File: src/hdl/dcache_dir_macros.svh
// Geometry macros for the data cache directory
// Four ways of 128 lines, 128-byte lines, 32-bit physical address

`ifndef DCACHE_DIR_MACROS_SVH
`define DCACHE_DIR_MACROS_SVH

// Lines held in each way
`define DCD_LINES 128
// Associativity of the cache
`define DCD_WAYS 4
// Physical address width
`define DCD_AWID 32

// The line index sits just above the 128-byte line offset
`define DCD_IDX_LSB 7
`define DCD_IDX_BITS 7
// Everything above the index is tag
`define DCD_TAG_LSB 14

`endif

File: src/hdl/dcache_dir_pkg.sv
// Shared types for the data cache directory
// Vector typedefs for addresses, indexes, tags and ways
// Packed request and response structs

`include "dcache_dir_macros.svh"

package dcache_dir_pkg;

	typedef logic [`DCD_AWID-1:0] pa_t;
	typedef logic [`DCD_IDX_BITS-1:0] line_idx_t;
	typedef logic [`DCD_AWID-`DCD_TAG_LSB-1:0] tag_t;
	typedef logic [$clog2(`DCD_WAYS)-1:0] way_t;
	typedef logic [`DCD_WAYS-1:0] way_mask_t;
	// A binary tree over four ways needs three node bits
	typedef logic [`DCD_WAYS-2:0] plru_t;

	// Line fill, the way is picked outside the directory
	typedef struct packed {
		logic wr;
		pa_t dadr;
		way_t way;
	} fill_req_t;

	// Invalidate of one line in all ways or of the whole cache
	typedef struct packed {
		logic invce;
		logic invline;
		logic invall;
		pa_t adr;
	} inv_req_t;

	typedef struct packed {
		logic done;
		logic hit;
		way_t way;
	} lookup_rsp_t;

endpackage

File: src/hdl/dcache_lookup.sv
// Lookup pipeline of the data cache directory
// Registers the request, compares the tags of all ways
// Registers the hit and the hit way as the response

`timescale 1ns/1ps

`include "dcache_dir_macros.svh"

module dcache_lookup (
	input logic clk,
	input logic rst,
	input logic lookup,
	input dcache_dir_pkg::pa_t lookup_adr,
	input dcache_dir_pkg::way_mask_t rd_valid,
	input dcache_dir_pkg::tag_t [`DCD_WAYS-1:0] rd_tags,
	output dcache_dir_pkg::lookup_rsp_t rsp,
	output dcache_dir_pkg::line_idx_t rsp_idx
);
	import dcache_dir_pkg::*;

	// ======================================================================
	// Request stage, aligned with the registered tag RAM output
	// ======================================================================

	logic lookup_q;
	line_idx_t idx_q;
	tag_t tag_q;
	way_mask_t valid_q;

	always_ff @(posedge clk) begin
		if (rst)
			lookup_q <= 1'b0;
		else
			lookup_q <= lookup;
		idx_q <= lookup_adr[`DCD_IDX_LSB +: `DCD_IDX_BITS];
		tag_q <= lookup_adr[`DCD_AWID-1:`DCD_TAG_LSB];
		valid_q <= rd_valid;
	end

	// ======================================================================
	// Compare and response stage
	// ======================================================================

	way_mask_t match;
	way_t hit_way;

	// Scanning downward leaves the lowest matching way in hit_way
	// Two matches only happen when the same tag was filled twice
	always_comb begin
		hit_way = '0;
		for (int w = `DCD_WAYS - 1; w >= 0; w--) begin
			match[w] = valid_q[w] && (rd_tags[w] == tag_q);
			if (match[w])
				hit_way = way_t'(w);
		end
	end

	// Done lasts one cycle per lookup, hit never rises without it
	always_ff @(posedge clk) begin
		if (rst) begin
			rsp.done <= 1'b0;
			rsp.hit <= 1'b0;
		end else begin
			rsp.done <= lookup_q;
			rsp.hit <= lookup_q && (|match);
		end
		rsp.way <= hit_way;
		rsp_idx <= idx_q;
	end

endmodule

File: config.mk
export PLATFORM = sky130hd
export DESIGN_NAME = dcache_lookup
export DESIGN_NICKNAME = d
export VERILOG_FILES = /design/src/hdl/dcache_dir_pkg.sv /design/src/hdl/dcache_lookup.sv
export VERILOG_INCLUDE_DIRS = /design/src /design/src/hdl
export SDC_FILE = /design/constraint.sdc
export NUM_CORES = 1
export LEC_CHECK = 0
export BUFFER_PORTS_ARGS = -buffer_cell sky130_fd_sc_hd__clkbuf_2
export CELL_PAD_IN_SITES_DETAIL_PLACEMENT = 0
export CELL_PAD_IN_SITES_GLOBAL_PLACEMENT = 1
export CORE_MARGIN = 4
export CORE_UTILIZATION = 26
export CTS_CLUSTER_DIAMETER = 40
export DETAILED_ROUTE_END_ITERATION = 6
export PLACE_DENSITY_LB_ADDON = 0.1
export SLEW_MARGIN = 25
export SYNTH_ARGS = -nofsm -noshare
export SYNTH_HDL_FRONTEND = slang
export SYNTH_SLANG_ARGS = --single-unit
export TNS_END_PERCENT = 100
File: constraint.sdc
create_clock -name clk -period 1.7 [get_ports clk]
set_clock_uncertainty 0.15 [all_clocks]
set_input_delay 0.255 -clock clk [delete_from_list [all_inputs] [get_ports clk]]
set_output_delay 0.255 -clock clk [all_outputs]
set_load 0.01 [all_outputs]
---- After elaboration in Yosys (flattened, before gate mapping) ----
Cells that the tools add are included.
cells by class
  muxes and demuxes ....................... 3
  reduce and logical (&&, ||, !) cells .... 7
  eq/ne operators ......................... 4
operators with widths
  kind                  count
  equality test 18 bit  4
  logical AND 1 bit     5
  two-way mux 2 bit     2
  OR reduction 4 bit    1
  OR reduction 2 bit    1
  two-way mux 1 bit     1
storage, ports and cells
  input port bits ......................... 111
  word-level logic and storage cells ...... 23
  output and inout port bits .............. 11
  flip-flop bits (word level) ............. 41

---- Logic depth before layout (Yosys ltp) ----
  depth after elaboration ................. 5
  mapped depth ............................ 6
  depth with buffers taken out ............ 5

---- Least setup slack after synthesis ----
No wires, ideal clock.
  kind .................................... flip-flop to flip-flop
  from .................................... reg tag_q[5]
  to ...................................... reg rsp[2] in the netlist's numbering
  setup time .............................. 0.066 ns
  path buffers ............................ 1
  required time ........................... 1.484 ns
  cell stages (with the launch flop) ...... 7
  slack ................................... -0.004 ns
  arrival ................................. 1.488 ns
  cell sequence ........................... dfxtp_1 -> buf_6 -> xnor2_2 -> nand4_1 -> or4_4 -> o2bb2a_4 -> a21boi_2
between the ends
  cells in the longest elaborated chain, start to end .. 4
  elaborated cells on any way between the ends .. 10
  classes of those cells .................. 4 x eq/ne; 6 x reduce/logical
RTL lines
  element                 RTL line             source
  start, declared         dcache_lookup.sv:27  tag_t tag_q;
  start signal, assigned  dcache_lookup.sv:36  tag_q <= lookup_adr[`DCD_AWID-1:`DCD_TAG_LSB];
  equality test 18 bit    dcache_lookup.sv:52  match[w] = valid_q[w] && (rd_tags[w] == tag_q);
  logical AND 1 bit       dcache_lookup.sv:52
  OR reduction 4 bit (*)  dcache_lookup.sv:65  rsp.hit <= lookup_q && (|match);
  logical AND 1 bit (*)   dcache_lookup.sv:65
  end, declared           dcache_lookup.sv:16  output dcache_dir_pkg::lookup_rsp_t rsp,
Every way passes the cells marked *; elsewhere a longest branch is shown, timed or not.
A chain may end at the register's enable or synchronous reset.

---- Final worst setup path ----
  from .................................... reg tag_q[6]
  to ...................................... reg rsp[0] in the netlist's numbering
between the ends
  cells in the longest elaborated chain, start to end .. 5
  elaborated cells on any way between the ends .. 11
  classes of those cells .................. 4 x eq/ne; 3 x mux; 4 x reduce/logical
RTL lines
  element                         RTL line             source
  equality test 18 bit            dcache_lookup.sv:52
  logical AND 1 bit               dcache_lookup.sv:52
  two-way mux 2 bit (2 in a row)  dcache_lookup.sv:53  if (match[w])
  two-way mux 1 bit               dcache_lookup.sv:53
Several ways; a longest one is shown, not always the timed one.

==> out/results.ini <==
[floorplan]
dieHeight_um = 90.6
rows = 29
die_w_um = 90.6
initial_core_util_pct = 27.3
dieArea_um2 = 8200
core_area_um2 = 6490
io-pin-count = 122

[logic_synthesis]
avgSynthCellArea_um2 = 11.3
netlist_instances = 157
synth_nets = 268
ys_types = 17
yosys_register_bits = 41
yosysWarnings = 0
ys_seq_area_share_pct = 46.3
netlist_area_um2 = 1770

[clock_tree]
cts-buffers-inserted = 5
root_buffer = clkbuf_8
clock_sinks = 41
clkTransAtPathRegs_ps = 90
clock_path_buffers = 2
cts_tree = built
clock_latency_ps = 290
htreeDepth = 2

[timing]
finalCritPeriodShare_pct = 103
setup_slack_ps = -43.7
rsz0062_at_grt = yes
max_freq_ghz = 0.573
setup_viol = 3
worstMarginPinSlew_ps = 368
hold_viol = 0
final-max-slew-violation-count = 0
fin_crit_ps = 1740
timing.slew.headroom_pct = 75.3

[placement]
place.gp.congestion = 0.756
placed_area_um2 = 2600
io_buffers = 114
dp_hpwl_mm = 4.33

[layout]
fin_util_pct = 47.7
drive_gt1_share_pct = 54.6
nNetsFinal = 438
final_area_um2 = 3100
syn_to_final_growth_pct = 74.9
num_antenna_cells = 0
nFillCells = 637

[grt]
met3_usage_pct = 4.58
use_met1_pct = 14.5
grt_max_degree = 15
grt.total_usage_pct = 12.8
antenna_found_initial = 0
grt-busiest-layer = met2
globalRouteOverflowTotal = 0
grt_pass1_vias = 1731
grt_pass1_wl_mm = 8.13
grt_use_met2_pct = 22.7

[power]
p_int_mw = 1.76
power.density_nw_per_um2 = 745
pwr-share-comb_pct = 20.2
p_clk_share_pct = 34.5
power_leakage_nw = 1.42
peakVddDrop_uv = 401
switchingPower_mw = 0.551
seq_power_share_pct = 45.3
swShare_pct = 23.9

[critical_path]
cpPeakStageDelay_ps = 520
r2r_start = tag_q[6]$_DFF_P_
r2r_end = rsp[0]$_SDFF_PP0_
cpMaxStageDelayCell = or4_4
worstSetupEndpointType = flip-flop
rr_worst_depth = 5
endpoint = rsp[0]$_SDFF_PP0_
crit_start = tag_q[6]$_DFF_P_
critPathLaunchType = flip-flop
worstPathRequired_ps = 1710
worstSetupPathType = reg -> reg
rrSetupSlack_ps = -40
crit_fanout = 3
worstPathArrival_ps = 1750
path_cells = xnor2_1 -> nand4_1 -> or4_4 -> o211ai_1 -> a22oi_1

[detailed_routing]
wl_mm = 5.18
ant_nets = 0
drc = 0
num_vias = 1599
viasPerCell = 3.95
wire_per_inst_um = 12.8
drt_iter0_drc = 21
dr.pass1.iters = 4

[job]
cap_violations = 0

[status]
status = finished with violations
violations = negative setup slack

[worst_hold_path]
hp-class = in -> reg

==> cell families (layout without fill, tap and decap cells) <==
group | after synthesis | after routing | share of synthesized area, %
buf+inv | 11 | 182 | 4.45
simple gates | 28 | 28 | 9.75
compound gates | 5 | 5 | 3.04
xor+xnor | 72 | 72 | 36.4
flops | 41 | 41 | 46.3
==> layer usage <==
layer | up-vias | routed length (µm)
met4 | 0 | 53
met5 | - | 0
li1 | 853 | -
met1 | 680 | 2100
met2 | 61 | 2610
met3 | 5 | 417
==> power by group through the flow <==
stage	Clock, mW	Combinational [mW]	Sequential [mW]
2_1_floorplan	0	0.209	1.06
3_3_place_gp	0	0.398	1.07
3_5_place_dp	0	0.399	1.07
4_1_cts	0.831	0.469	1.05
5_1_grt	0.864	0.512	1.05
6_report	0.795	0.467	1.05
==> synth_stat cells <==
| cell | instances | area (µm²) |
|---|---|---|
| nor3_1 | 3 | 15.0 |
| clkbuf_1 | 6 | 22.5 |
| nand4_1 | 16 | 100 |
| o211ai_1 | 1 | 7.51 |
| o2bb2a_4 | 1 | 20.0 |
| buf_6 | 5 | 56.3 |
| nand2_1 | 1 | 3.75 |
| or4_4 | 1 | 11.3 |
| xor2_1 | 9 | 78.8 |
| dfxtp_1 | 41 | 821 |
| nor4_1 | 3 | 18.8 |
| xnor2_2 | 2 | 32.5 |
| a21boi_2 | 1 | 11.3 |
| a22oi_1 | 2 | 15.0 |
| nand3_1 | 1 | 5.00 |
| nor2b_1 | 3 | 18.8 |
| xnor2_1 | 61 | 534 |
==> placed cells by master (no fill, tap or decap) <==
cell type and count:
buf_4 30, bufinv_16 1, nand4_1 16, dlygate4sd3_1 30, o211ai_1 1, clkbuf_2 114, xor2_1 9, dfxtp_1 31
inv_6 1, nor3_1 3, nor4_2 2, nor4_1 1, nand3_1 1, dfxtp_2 10, or4_4 1, nor2b_1 3
o2bb2a_4 1, a21boi_2 1, clkbuf_8 5, nand2_1 1, clkinv_2 1, xnor2_1 51, a22oi_1 2, xnor2_2 12
==> worst min-delay path by stage <==
stage | depth (start not counted) | slack [ps] | end | from
after floorplan | 0 | 130 | idx_q[0]$_DFF_P_ | lookup_adr[7]
after global placement | 0 | 160 | rsp_idx[2]$_DFF_P_ | idx_q[2]$_DFF_P_
after detailed placement | 0 | 160 | rsp_idx[6]$_DFF_P_ | idx_q[6]$_DFF_P_
after CTS | 2 | 30 | lookup_q$_SDFF_PP0_ | lookup
after global routing | 2 | 40 | lookup_q$_SDFF_PP0_ | lookup
final | 2 | 30 | lookup_q$_SDFF_PP0_ | lookup
==> state kept, by name (all words and copies together) (netlist names) <==
register and count:
tag_q 18, valid_q 4, rsp 4, rsp_idx 7
lookup_q 1, idx_q 7
==> worst max-delay path: cells and delay by family (launching register included) <==
kind,cells,cell delay (ps)
AO/OA/AOI/OAI,2,260
XOR/XNOR,1,140
flip-flops,1,410
AND/OR/NAND/NOR,2,660
==> cell type report <==
cell class / count / area, µm² / share of cell area [%]
multi-input cells: 105 / 960 / 31.0
repair buffers: 174 / 1100 / 35.4
well taps: 77 / 96.3 / 3.11
clock inverters: 3 / 43.8 / 1.41
clock buffers: 5 / 68.8 / 2.22
flip-flops and latches: 41 / 833 / 26.9
==> through the flow <==
stage / instances / TNS (ps) / power [mW] / setup WS, ps / hold WS, ps
5_1_grt: 405 / -404 / 2.43 / -141 / 37.5
2_1_floorplan: 157 / -2.98 / 1.27 / -2.98 / 133
6_report: 405 / -118 / 2.31 / -43.7 / 33.2
3_3_place_gp: 366 / -221 / 1.46 / -77.8 / 160
3_5_place_dp: 366 / -254 / 1.46 / -89.0 / 162
4_1_cts: 405 / -88.1 / 2.35 / -36.1 / 31.9
==> what timing repair did <==
action | 4_1_cts | 5_1_grt
setup buffers | 1 | 0
endpoints found under the setup margin | 3 | 3
hold endpoints to repair | 31 | 0
resized for setup | 14 | 5
pin swaps | 7 | 1
hold buffers | 30 | 0
(Power assumes the default switching activity.)
