===== src/hdl/dcache_dir_macros.svh =====
// Geometry macros for the data cache directory
// Four ways of 128 lines, 128-byte lines, 32-bit physical address

`ifndef DCACHE_DIR_MACROS_SVH
`define DCACHE_DIR_MACROS_SVH

// Lines held in each way
`define DCD_LINES 128
// Associativity of the cache
`define DCD_WAYS 4
// Physical address width
`define DCD_AWID 32

// The line index sits just above the 128-byte line offset
`define DCD_IDX_LSB 7
`define DCD_IDX_BITS 7
// Everything above the index is tag
`define DCD_TAG_LSB 14

`endif


===== src/hdl/dcache_dir_pkg.sv =====
// Shared types for the data cache directory
// Vector typedefs for addresses, indexes, tags and ways
// Packed request and response structs

`include "dcache_dir_macros.svh"

package dcache_dir_pkg;

	typedef logic [`DCD_AWID-1:0] pa_t;
	typedef logic [`DCD_IDX_BITS-1:0] line_idx_t;
	typedef logic [`DCD_AWID-`DCD_TAG_LSB-1:0] tag_t;
	typedef logic [$clog2(`DCD_WAYS)-1:0] way_t;
	typedef logic [`DCD_WAYS-1:0] way_mask_t;
	// A binary tree over four ways needs three node bits
	typedef logic [`DCD_WAYS-2:0] plru_t;

	// Line fill, the way is picked outside the directory
	typedef struct packed {
		logic wr;
		pa_t dadr;
		way_t way;
	} fill_req_t;

	// Invalidate of one line in all ways or of the whole cache
	typedef struct packed {
		logic invce;
		logic invline;
		logic invall;
		pa_t adr;
	} inv_req_t;

	typedef struct packed {
		logic done;
		logic hit;
		way_t way;
	} lookup_rsp_t;

endpackage


===== src/hdl/dcache_valid.sv =====
// Valid bit array of the data cache directory
// One bit per way and line, set by fills and cleared by invalidates

`timescale 1ns/1ps

`include "dcache_dir_macros.svh"

module dcache_valid (
	input logic clk,
	input logic rst,
	input dcache_dir_pkg::fill_req_t fill,
	input dcache_dir_pkg::inv_req_t inv,
	input dcache_dir_pkg::line_idx_t rd_idx,
	output dcache_dir_pkg::way_mask_t rd_valid
);
	import dcache_dir_pkg::*;

	// One row of line bits for every way
	logic [`DCD_LINES-1:0] valid [`DCD_WAYS];

	line_idx_t fill_idx;
	line_idx_t inv_idx;

	assign fill_idx = fill.dadr[`DCD_IDX_LSB +: `DCD_IDX_BITS];
	assign inv_idx = inv.adr[`DCD_IDX_LSB +: `DCD_IDX_BITS];

	// ======================================================================
	// Update
	// ======================================================================

	// A fill wins over any invalidate in the same cycle
	// Within an invalidate a single line wins over the whole cache
	always_ff @(posedge clk) begin
		if (rst) begin
			for (int w = 0; w < `DCD_WAYS; w++)
				valid[w] <= '0;
		end else if (fill.wr) begin
			valid[fill.way][fill_idx] <= 1'b1;
		end else if (inv.invce) begin
			for (int w = 0; w < `DCD_WAYS; w++) begin
				if (inv.invline)
					valid[w][inv_idx] <= 1'b0;
				else if (inv.invall)
					valid[w] <= '0;
			end
		end
	end

	// ======================================================================
	// Read port
	// ======================================================================

	// The mask is taken before this edge's update, so a lookup sampling
	// it together with a fill still sees the old state
	always_comb begin
		for (int w = 0; w < `DCD_WAYS; w++)
			rd_valid[w] = valid[w][rd_idx];
	end

endmodule

===== config.mk =====
export PLATFORM = sky130hd
export DESIGN_NAME = dcache_valid
export DESIGN_NICKNAME = d
export VERILOG_FILES = /design/src/hdl/dcache_dir_pkg.sv /design/src/hdl/dcache_valid.sv
export VERILOG_INCLUDE_DIRS = /design/src /design/src/hdl
export SDC_FILE = /design/constraint.sdc
export NUM_CORES = 1
export LEC_CHECK = 0
export ABC_AREA = 1
export BUFFER_PORTS_ARGS = -buffer_cell sky130_fd_sc_hd__buf_4
export CAP_MARGIN = 20
export CORE_MARGIN = 2
export CORE_UTILIZATION = 24
export CTS_CLUSTER_DIAMETER = 80
export DETAILED_ROUTE_END_ITERATION = 6
export PLACE_DENSITY = 0.42
export SLEW_MARGIN = 20
export SYNTH_ARGS = -nofsm -noshare
export SYNTH_HDL_FRONTEND = slang
export SYNTH_SLANG_ARGS = --single-unit
export TNS_END_PERCENT = 30

===== constraint.sdc =====
create_clock -name clk -period 3.2 [get_ports clk]
set_clock_uncertainty 0.1 [all_clocks]
set_input_delay 0.32 -clock clk [delete_from_list [all_inputs] [get_ports clk]]
set_output_delay 0.32 -clock clk [all_outputs]
set_load 0.01 [all_outputs]

# == After elaboration in Yosys (flattened, before gate mapping) ==
# Memory sizes are Yosys's and may differ from the RTL's.
# Index checks and enable logic that the tools add are counted.
# op_classes
n_lt_le_gt_ge,5
mux,1055
bitwise,1024
reduce_logical,3
# op_table
cell,count
$mux 1,1044
$or 1x1->1,1024
$mux 128,4
$reduce_or 128->1,1
$bmux 1 s7,4
$lt 7x8->1 const B,3
$demux 1 s7,2
$ge 7x1->1 const B,2
$logic_and 1x1->1,2
$mux 2,1
# word_totals
reg_bits,0
ramBits,512
in_bits,79
output_inout_bits,4
word_cells,2088
mem_count,1
# memory_table
memory,words,width,read_ports,rd_ports_with_merged_regs,wr,line_no,rtl
valid,4,128,4,0,4,dcache_valid.sv:19,logic [`DCD_LINES-1:0] valid [`DCD_WAYS];

# == Longest topological paths before layout ==
# Gate-level depths: netlist of run 1.
# logic_depth
depth_word,8
ltp_mapped,14
mapped_depth_nobuf,11

# == Worst setup path before layout of run 1 ==
# No wires, ideal clock.
# synth_timing
kind,input -> output
from,input port rd_idx[0]
to,output port rd_valid[2]
t_arrival_ns,1.487
t_required_ns,2.780
slack_ns,1.293
cell_stages,13
n_path_buf,3
path_cell_list,buf_4 buf_4 clkbuf_1 nand2_1 nand3_1 nand3_1 nand3_1 nand2_1 nand2_1 nand3_1 nand2_1 nand2_1 nand2_1
# synth_via
elab_chain_len,2
# synth_rtl
item,line_no,rtl
"start, declared",dcache_valid.sv:13,"input dcache_dir_pkg::line_idx_t rd_idx,"
$bmux 1 s7,dcache_valid.sv:57,rd_valid[w] = valid[w][rd_idx];
$mux 1 (implied by the code),dcache_valid.sv:57,
"end, declared",dcache_valid.sv:14,output dcache_dir_pkg::way_mask_t rd_valid
# No other way between the ends. The select of a mux whose other input is x is not followed.

# == Final worst setup path of run 1 ==
# layout_timing
from,input port rd_idx[0]
to,output port rd_valid[3]
# Same word-level chain as after synthesis.

==> results of run 1 <==
## cell type report
cell class,count,area [um2]
Timing Repair Buffer,103,1040
Clock buffer,95,1830
Tap cell,1254,1570
Clock inverter,17,251
Inverter,502,1890
Fill cell,10500,66900
Multi-Input combinational cell,1965,9700
Sequential cell,512,10200
## critical path: stages
cell and delay, ns:
clkbuf_8 0.16, buf_12 0.43, nand2_1 0.11, nand3_1 0.13, nand3_1 0.13, nand3_1 0.12
nand2_1 0.07, nand2_1 0.06, nand3_1 0.14, nand2_1 0.15, nand2_1 0.08, nand2_1 0.17
buf_4 0.16
## through the flow
| step | total power (W) | area, um2 | util, % |
|---|---|---|---|
| after floorplan | 0.00723 | 22700 | - |
| after global placement | 0.00776 | 24500 | 26.2 |
| after detailed placement | 0.00775 | 24500 | 26.2 |
| after CTS | 0.0150 | 26500 | 28.4 |
| after global routing | 0.0153 | 26500 | 28.4 |
| final | 0.0148 | 26500 | 28.4 |
## worst paths after layout
check	slack (ns)	endpoint	cells after the start
max	0.46	rd_valid[3]	13
min reg2reg	0.36	valid[3][126]	2
max reg2reg	2.48	valid[0][124]	2
min	0.12	valid[3][124]	5
## routing by layer
metal  global-route usage [%]  up-vias  wire length (um)
li1                         -    10600                 -
met3                     2.52      116              4650
met4                     5.05        2              2340
met1                     26.0    10100             43600
met2                     27.8      568             38800
met5                        0        -                14
## cells in the final DEF, fill, tap and decap left out, types with 12 or more instances in the layout
cell type    n
clkbuf_16   59
buf_12      21
nand2_1    779
buf_4       81
a21oi_1     12
nand3_1    481
o21ai_2     20
o21ai_1    100
o22ai_1    460
inv_1      485
clkbuf_8    23
dfxtp_1    512
o21ai_0     51
inv_2       15
nor2_1      26
clkbuf_1    14
## power groups by stage
stage                     Clock (W)  Combinational, W  Sequential [W]
after floorplan                   0          0.000707         0.00653
after global placement            0           0.00123         0.00653
after detailed placement          0           0.00123         0.00653
after CTS                   0.00739           0.00123         0.00638
after global routing        0.00763           0.00132         0.00638
final                       0.00721           0.00123         0.00639
## logic make-up after synthesis
| group | count (synthesis) | synth area share, % |
|---|---|---|
| and+or+nand+nor | 1322 | 25.5 |
| AOI/OAI and AO/OA | 643 | 17.0 |
| buffers and inverters | 699 | 12.3 |
| DFF | 512 | 45.2 |
==> results.json, run 1 <==
{
  "setup_slack_ns": 0.456,
  "yosysMostFrequentCell": "nand2_1",
  "grt_pass1_vias": 21000,
  "cts_buffers": 59,
  "switching_share_pct": 25.4,
  "finalNonFillerCells": 4448,
  "cts.clk_slew.worst_paths_ns": 0.06,
  "period_needed_ns": 2.74,
  "holdCritPathClass": "in -> reg",
  "pwr_density_cell_mw_per_mm2": 559,
  "worst_ep_arrival_time_ns": 2.32,
  "path_max_fanout": 113,
  "outcome": "complete, no violations",
  "cts_resized": 0,
  "max_slew_margin_pct": 37.6,
  "cts_sinks": 512,
  "wire_per_inst_um": 20.1,
  "dp_slack_ns": 0.424,
  "p_comb_share_pct": 8.3,
  "p_clk_share_pct": 48.6,
  "rows": 112,
  "timing.rr.start": "valid[0][124]",
  "drc_errors": 0,
  "largest_reg_flops": 512,
  "area_delta_synth_final_pct": 16.9,
  "clock_path_buffers": 3,
  "syn_area_mm2": 0.0227,
  "dp_hpwl_um": 55000,
  "io_pins": 83,
  "leakagePower_nw": 8.61,
  "hold_slack_ns": 0.121,
  "p_int_w": 0.0111,
  "antenna_found_initial": 2,
  "insertion_delay_ns": 0.61,
  "synthTopCellsByCount": "nand2_1, dfxtp_1, inv_1",
  "ir_worst_vdd_v": 0.000397,
  "rsz0062_at_grt": "false",
  "die_y_um": 312,
  "placed_cells": 4336,
  "tns_ns": 0,
  "cap_violations": 0,
  "tightest_slew_ns": 0.935,
  "htreeDepth": 2,
  "first_pass_iters": 5,
  "gr-total-overflow": 0,
  "worstPathRequired_ns": 2.78,
  "n_antenna_cell": 0,
  "start_util_pct": 24.3,
  "synth_top_cell_by_area": "dfxtp_1",
  "antenna_left": 0,
  "critPathLaunchType": "input pin",
  "synth_area_leaders": "dfxtp_1, nand2_1, o22ai_1, nand3_1, inv_1",
  "vias": 21400,
  "synth_top_flop_cell": "dfxtp_1",
  "synth_cell_types": 23,
  "yosys.area.top_type_share_pct": 45.2,
  "post-route-period-util_pct": 85.8,
  "clock-root-buffer": "clkbuf_16",
  "cts_hold_buffers": 0,
  "grt_max_degree": 129,
  "hp-start": "inv[7]",
  "numPortBuffers": 32,
  "reg.largest.list": "valid x512",
  "regMostFlops": "valid",
  "coreArea_mm2": 0.0935,
  "hold_viol_final": 0,
  "final_nets": 3222,
  "gp_congestion": 0.804,
  "maxClockFrequency_ghz": 0.364,
  "syn-num-nets": 3255,
  "grtUsageTotal_pct": 18.0,
  "yosys_warnings": 0,
  "ys_seq_area_share_pct": 45.2,
  "fp.dieW_um": 312,
  "postCtsSetupBuffers": 0,
  "ys_seq_elements": 512,
  "syn_area_per_cell_um2": 7.15,
  "maxSlewViolCount": 0,
  "initialDrtViolationCount": 1787,
  "syn_inst": 3176,
  "drt-total-wl_um": 89400,
  "cp-end-kind": "output port",
  "worst-setup-path-type": "in -> out",
  "setup_viol": 0,
  "pwr-share-seq_pct": 43.1,
  "die_area_mm2": 0.0971,
  "cts_tree": "yes",
  "drive_above_1_share_pct": 8.23,
  "async_flop_share_pct": 0,
  "critPathLaunch": "rd_idx[0]",
  "p_switching_w": 0.00377,
  "grt_pass1_wl_um": 135000,
  "viasPerCell": 4.80,
  "synth-edff-count": 0
}
Power figures use the tool's default switching activity.
==> inputs of run 2 (changes only) <==
--- a/config.mk
+++ b/config.mk
@@ -7,13 +7,13 @@
 export NUM_CORES = 1
 export LEC_CHECK = 0
 export ABC_AREA = 1
-export BUFFER_PORTS_ARGS = -buffer_cell sky130_fd_sc_hd__buf_4
 export CAP_MARGIN = 20
 export CORE_MARGIN = 2
 export CORE_UTILIZATION = 24
 export CTS_CLUSTER_DIAMETER = 80
 export DETAILED_ROUTE_END_ITERATION = 6
-export PLACE_DENSITY = 0.42
+export DONT_BUFFER_PORTS = 1
+export PLACE_DENSITY = 0.41
 export SLEW_MARGIN = 20
 export SYNTH_ARGS = -nofsm -noshare
 export SYNTH_HDL_FRONTEND = slang
==> run 2 against run 1 <==
Against the previous run: sequential cell count unchanged; critical path depth fell by 3; power fell by 4.3%; die area stayed put; clock power is 6.1% lower; first-iteration DRC count down 0.22%; worst hold slack lost 0.062 ns; largest cell class unchanged; largest power group unchanged; highest routed layer is now met4.
==> results.json, run 2 (same netlist as run 1, synthesis figures left out) <==
{
  "antenna_found_initial": 1,
  "area_delta_synth_final_pct": 14.6,
  "cts_sinks": 512,
  "maxClockFrequency_ghz": 0.376,
  "first_pass_iters": 5,
  "cts.clk_slew.worst_paths_ns": 0.06,
  "n_antenna_cell": 0,
  "drive_above_1_share_pct": 6.66,
  "clock_path_buffers": 3,
  "holdCritPathClass": "in -> reg",
  "initialDrtViolationCount": 1783,
  "final_common_cell": "nand2_1",
  "numPortBuffers": 0,
  "die_y_um": 312,
  "grtUsageTotal_pct": 18.2,
  "cts_buffers": 60,
  "cts_resized": 0,
  "setup_viol": 0,
  "critPathLaunchType": "flop",
  "coreArea_mm2": 0.0935,
  "path_max_fanout": 2,
  "post-route-util_pct": 27.8,
  "maxSlewViolCount": 0,
  "outcome": "complete, no violations",
  "io_pins": 83,
  "tightest_slew_ns": 0.966,
  "tns_ns": 0,
  "reg.largest.list": "valid x512",
  "vias": 21200,
  "clock-root-buffer": "clkbuf_16",
  "hp-start": "inv[9]",
  "grt_pass1_wl_um": 135000,
  "worstPathRequired_ns": 2.78,
  "fp.dieW_um": 312,
  "pwr_density_cell_mw_per_mm2": 545,
  "postCtsSetupBuffers": 0,
  "die_area_mm2": 0.0971,
  "viasPerCell": 4.82,
  "grt_max_degree": 262,
  "final_cell_mix": "nand2_1, dfxtp_1, inv_1, nand3_1, o22ai_1",
  "ir_worst_vdd_v": 0.000437,
  "worst_ep_arrival_time_ns": 2.24,
  "placed_cells": 4287,
  "gr-total-overflow": 0,
  "timing.rr.start": "valid[3][117]",
  "cap_violations": 0,
  "cts_tree": "yes",
  "cp-end-kind": "output port",
  "drt-total-wl_um": 90600,
  "worst-setup-path-type": "reg -> out",
  "rsz0062_at_grt": "false",
  "wire_per_inst_um": 20.6,
  "dp_hpwl_um": 52700,
  "cts_hold_buffers": 9,
  "design_area_mm2": 0.0260,
  "hold_viol_final": 0,
  "insertion_delay_ns": 0.64,
  "grt_pass1_vias": 21100,
  "max_slew_margin_pct": 35.6,
  "period_needed_ns": 2.66,
  "antenna_left": 0,
  "placed_area_mm2": 0.0240,
  "leakagePower_nw": 8.32,
  "rows": 112,
  "drc_errors": 0,
  "critPathLaunch": "valid[1][56]",
  "final_nets": 3183,
  "gp_congestion": 0.792,
  "regMostFlops": "valid",
  "p_total_w": 0.0142,
  "post-route-period-util_pct": 83.2,
  "finalNonFillerCells": 4408,
  "htreeDepth": 2,
  "largest_reg_flops": 512,
  "start_util_pct": 24.3
}
-- run 2: critical path, cell delays in order (launching register included) --
cell     delay [ns]
dfxtp_1        0.30
inv_1          0.04
o21ai_0        0.20
nand3_1        0.15
nand3_1        0.10
nand2_1        0.05
nand2_1        0.13
nand3_1        0.15
nand2_1        0.16
nand2_1        0.07
nand2_1        0.23
-- run 2: routing by layer --
metal | wire length, um | GRT usage (%)
met4 | 2860 | 5.90
met2 | 38600 | 27.7
met5 | 0 | 0
met3 | 5370 | 3.29
met1 | 43800 | 25.7
-- run 2: area by class of cell --
class | instances | area, um2
Fill cell | 10400 | 67500
Sequential cell | 512 | 10200
Multi-Input combinational cell | 1965 | 9700
Inverter | 502 | 1890
Clock buffer | 92 | 1770
Tap cell | 1254 | 1570
Timing Repair Buffer | 63 | 683
Clock inverter | 20 | 140
-- run 2: stage by stage --
stage / setup WS (ns) / hold WS (ns)
floorplan: 1.29 / 0.328
finish: 0.537 / 0.0595
global placement: 0.647 / 0.340
detailed placement: 0.655 / 0.346
CTS: 0.466 / 0.0313
global route: 0.418 / 0.0907
-- run 2: worst paths after layout --
kind / endpoint / cells after the start / slack [ns]
max: rd_valid[1] / 10 / 0.54
min: valid[0][124] / 5 / 0.06
max reg2reg: valid[3][117] / 2 / 2.49
min reg2reg: valid[2][118] / 2 / 0.36
-- run 2: power breakdown --
group	internal, W	switching (W)
Clock	0.00388	0.00289
Sequential	0.00638	0.00000379
Combinational	0.000260	0.000771
Total	0.0105	0.00367
==> inputs of run 3 (changes only) <==
--- a/config.mk
+++ b/config.mk
@@ -6,7 +6,7 @@
 export SDC_FILE = /design/constraint.sdc
 export NUM_CORES = 1
 export LEC_CHECK = 0
-export ABC_AREA = 1
+export ABC_AREA = 0
 export CAP_MARGIN = 20
 export CORE_MARGIN = 2
 export CORE_UTILIZATION = 24
==> constraint.sdc (replaced) <==
create_clock -name clk -period 2.5 [get_ports clk]
set_clock_uncertainty 0.1 [all_clocks]
set_input_delay 0.25 -clock clk [delete_from_list [all_inputs] [get_ports clk]]
set_output_delay 0.25 -clock clk [all_outputs]
set_load 0.01 [all_outputs]
==> run 3 against run 2 <==
Against the previous run: the run now ends with negative setup slack left; via count decreased by 25%; first-iteration DRC count is 35% lower; power increased by 26%; clock power rose by 31%; sequential cell count stayed put; worst setup slack got worse by 1.3 ns; synthesized cell count decreased by 47%; clock-buffer cell count shrank 8; global-route usage is 0.49 points lower; critical path type unchanged; critical endpoint is now rd_valid[2]; largest power group unchanged.
==> results.json, run 3 <==
{
  "outcome": "finished with violations",
  "failed_checks": "negative setup slack",
  "switching_share_pct": 23.7,
  "largest_reg_flops": 512,
  "cpMaxStageDelayCell": "mux4_2",
  "area_delta_synth_final_pct": 21.4,
  "path_max_fanout": 2,
  "die_area_mm2": 0.0892,
  "coreArea_mm2": 0.0863,
  "holdCritPathClass": "in -> reg",
  "pwr_density_cell_mw_per_mm2": 707,
  "synth_top_flop_cell": "dfxtp_1",
  "worst_ep_arrival_time_ns": 2.88,
  "reg2reg_depth": 3,
  "gr-total-overflow": 0,
  "setup_viol": 4,
  "cp-end-kind": "output port",
  "yosys.area.top_type_share_pct": 49.2,
  "cpPeakStageDelay_ns": 0.55,
  "cts_buffers": 58,
  "start_util_pct": 24.1,
  "cts.clk_slew.worst_paths_ns": 0.06,
  "multiInputGateArea_mm2": 0.0101,
  "post-route-period-util_pct": 129,
  "p_switching_w": 0.00423,
  "max_slew_margin_pct": 47.1,
  "design_area_mm2": 0.0253,
  "drive_above_1_share_pct": 24.8,
  "synth_area_leaders": "dfxtp_1, mux4_2, a22o_1, o2bb2ai_1, a21oi_1",
  "grt_pass1_wl_um": 117000,
  "cp_num_buf_inv": 0,
  "cap_violations": 0,
  "antenna_found_initial": 2,
  "synth-edff-count": 0,
  "async_flop_share_pct": 0,
  "synth_cell_types": 28,
  "pwr-share-seq_pct": 45.7,
  "worst-setup-path-type": "reg -> out",
  "cts_tree": "yes",
  "hold_viol_final": 0,
  "numPortBuffers": 0,
  "fp.dieW_um": 299,
  "period_needed_ns": 3.23,
  "p_clk_share_pct": 49.5,
  "n_antenna_cell": 0,
  "dp_hpwl_um": 49300,
  "ir_worst_vdd_v": 0.000465,
  "io_pins": 83,
  "reg.largest.list": "valid x512",
  "regArea_mm2": 0.0103,
  "leakagePower_nw": 8.90,
  "cts_sinks": 512,
  "final_nets": 1865,
  "antenna_left": 0,
  "worstPathRequired_ns": 2.15,
  "syn_inst": 1696,
  "setup_slack_ns": -0.730,
  "path_cells": "mux4_2 -> mux4_2 -> mux4_2 -> mux2_4",
  "critPathLaunchType": "flop",
  "syn_area_per_cell_um2": 12.3,
  "wire_per_inst_um": 26.7,
  "drt-total-wl_um": 80000,
  "syn_area_mm2": 0.0208,
  "yosysMostFrequentCell": "dfxtp_1",
  "p_int_w": 0.0136,
  "path_depth": 4,
  "dp_slack_ns": -0.204,
  "synth_top_cell_by_area": "dfxtp_1",
  "maxSlewViolCount": 0,
  "crit_top_cell": "mux4_2",
  "tightest_slew_ns": 0.793,
  "ys_seq_elements": 512,
  "synthTopCellsByCount": "dfxtp_1, a22o_1, o2bb2ai_1",
  "placed_area_mm2": 0.0232,
  "drc_errors": 0,
  "regMostFlops": "valid",
  "maxClockFrequency_ghz": 0.310,
  "vias": 16000,
  "critPathLaunch": "valid[2][38]",
  "clock_path_buffers": 3,
  "grtUsageTotal_pct": 17.7,
  "clock-root-buffer": "clkbuf_16",
  "timing.rr.start": "valid[2][21]",
  "gp_congestion": 0.798,
  "final_cell_mix": "dfxtp_1, a22o_1, o2bb2ai_1, mux4_2, buf_4",
  "hold_slack_ns": 0.0426,
  "yosys_warnings": 0,
  "initialDrtViolationCount": 1164,
  "rsz0062_at_grt": "true",
  "post-route-util_pct": 29.3,
  "rows": 108,
  "reg2reg_slack_ns": 1.55,
  "p_comb_share_pct": 4.7,
  "die_y_um": 299,
  "path_delay_family": "multiplexers",
  "crit_end": "rd_valid[2]",
  "fill_cells": 8698,
  "first_pass_iters": 7,
  "syn-num-nets": 1775,
  "grt_pass1_vias": 16400,
  "viasPerCell": 5.34,
  "grt_max_degree": 129,
  "ys_seq_area_share_pct": 49.2,
  "insertion_delay_ns": 0.61,
  "final_common_cell": "dfxtp_1",
  "htreeDepth": 2,
  "reg2reg_to": "valid[2][21]"
}
==> run 3: cell types whose count changed after synthesis, sizes merged, moves of 80 or more <==
cell     change
a21oi      +116
a22o       +288
buf         -80
inv        -502
mux4       +168
nand2      -713
nand3      -475
o21ai      -171
o22ai      -460
o2bb2ai    +203
==> run 3: cell families (layout without fill, tap and decap cells) <==
family / count (synthesis) / after routing / synth area share (%)
AOI/OAI and AO/OA: 640 / 640 / 24.7
buffers and inverters: 135 / 274 / 2.55
DFF: 512 / 512 / 49.2
muxes: 172 / 172 / 18.4
and+or+nand+nor: 237 / 237 / 5.14
==> run 3: metal layers <==
metal	up-vias	wire [um]	track usage (%)	share of wire, %
met4	2	2390	5.42	3.0
met1	8276	35200	23.6	44
met5	-	13	0	0.016
met2	558	36000	27.8	45
met3	140	6380	4.83	8.0
li1	6985	-	-	-
==> run 3: how the worst min path moves through the flow <==
stage	startpoint	endpoint	slack, ns	cells after the start
6_report	fill[13]	valid[2][30]	0.04	3
2_1_floorplan	valid[0][100]	valid[0][100]	0.33	1
3_3_place_gp	valid[0][108]	valid[0][108]	0.34	1
5_1_grt	fill[13]	valid[3][62]	0.04	3
4_1_cts	fill[13]	valid[0][61]	0.004	3
3_5_place_dp	valid[0][2]	valid[0][2]	0.34	1
==> run 3: area by class of cell <==
class	instances	area share [%]
clock buffer	84	6.68
clock inverter	25	1.12
multi-input combinational	1049	40.1
sequential	512	40.6
tap	1155	5.71
timing repair buffer	165	5.87
==> run 3: power groups by stage <==
| stage | sequential, W | clock [W] | combinational [W] |
|---|---|---|---|
| 6_report | 0.00817 | 0.00885 | 0.000847 |
| 5_1_grt | 0.00817 | 0.00938 | 0.000888 |
| 4_1_cts | 0.00817 | 0.00904 | 0.000843 |
| 3_5_place_dp | 0.00835 | 0 | 0.000811 |
| 3_3_place_gp | 0.00835 | 0 | 0.000807 |
| 2_1_floorplan | 0.00835 | 0 | 0.000641 |
==> run 3: timing repair <==
item	CTS	global route
endpoints found under the hold margin	175	0
setup endpoints to repair	4	4
buffers inserted	1	0
gates resized for setup	3	3
cloned	0	0
hold buffers	13	0
==> run 3: worst register-to-register path, stage by stage (launching register included) <==
cell and delay, ns:
dfxtp_2 0.32, buf_4 0.12, buf_4 0.12, a22o_1 0.19
==> run 3: metrics by stage <==
| stage | TNS [ns] | power (W) | std cells |
|---|---|---|---|
| after global routing | -3.05 | 0.0184 | 2990 |
| after floorplan | -0.289 | 0.00899 | 1696 |
| final | -2.85 | 0.0179 | 2990 |
| after detailed placement | -0.728 | 0.00916 | 2867 |
| after global placement | -0.693 | 0.00916 | 2867 |
| after CTS | -2.99 | 0.0181 | 2990 |
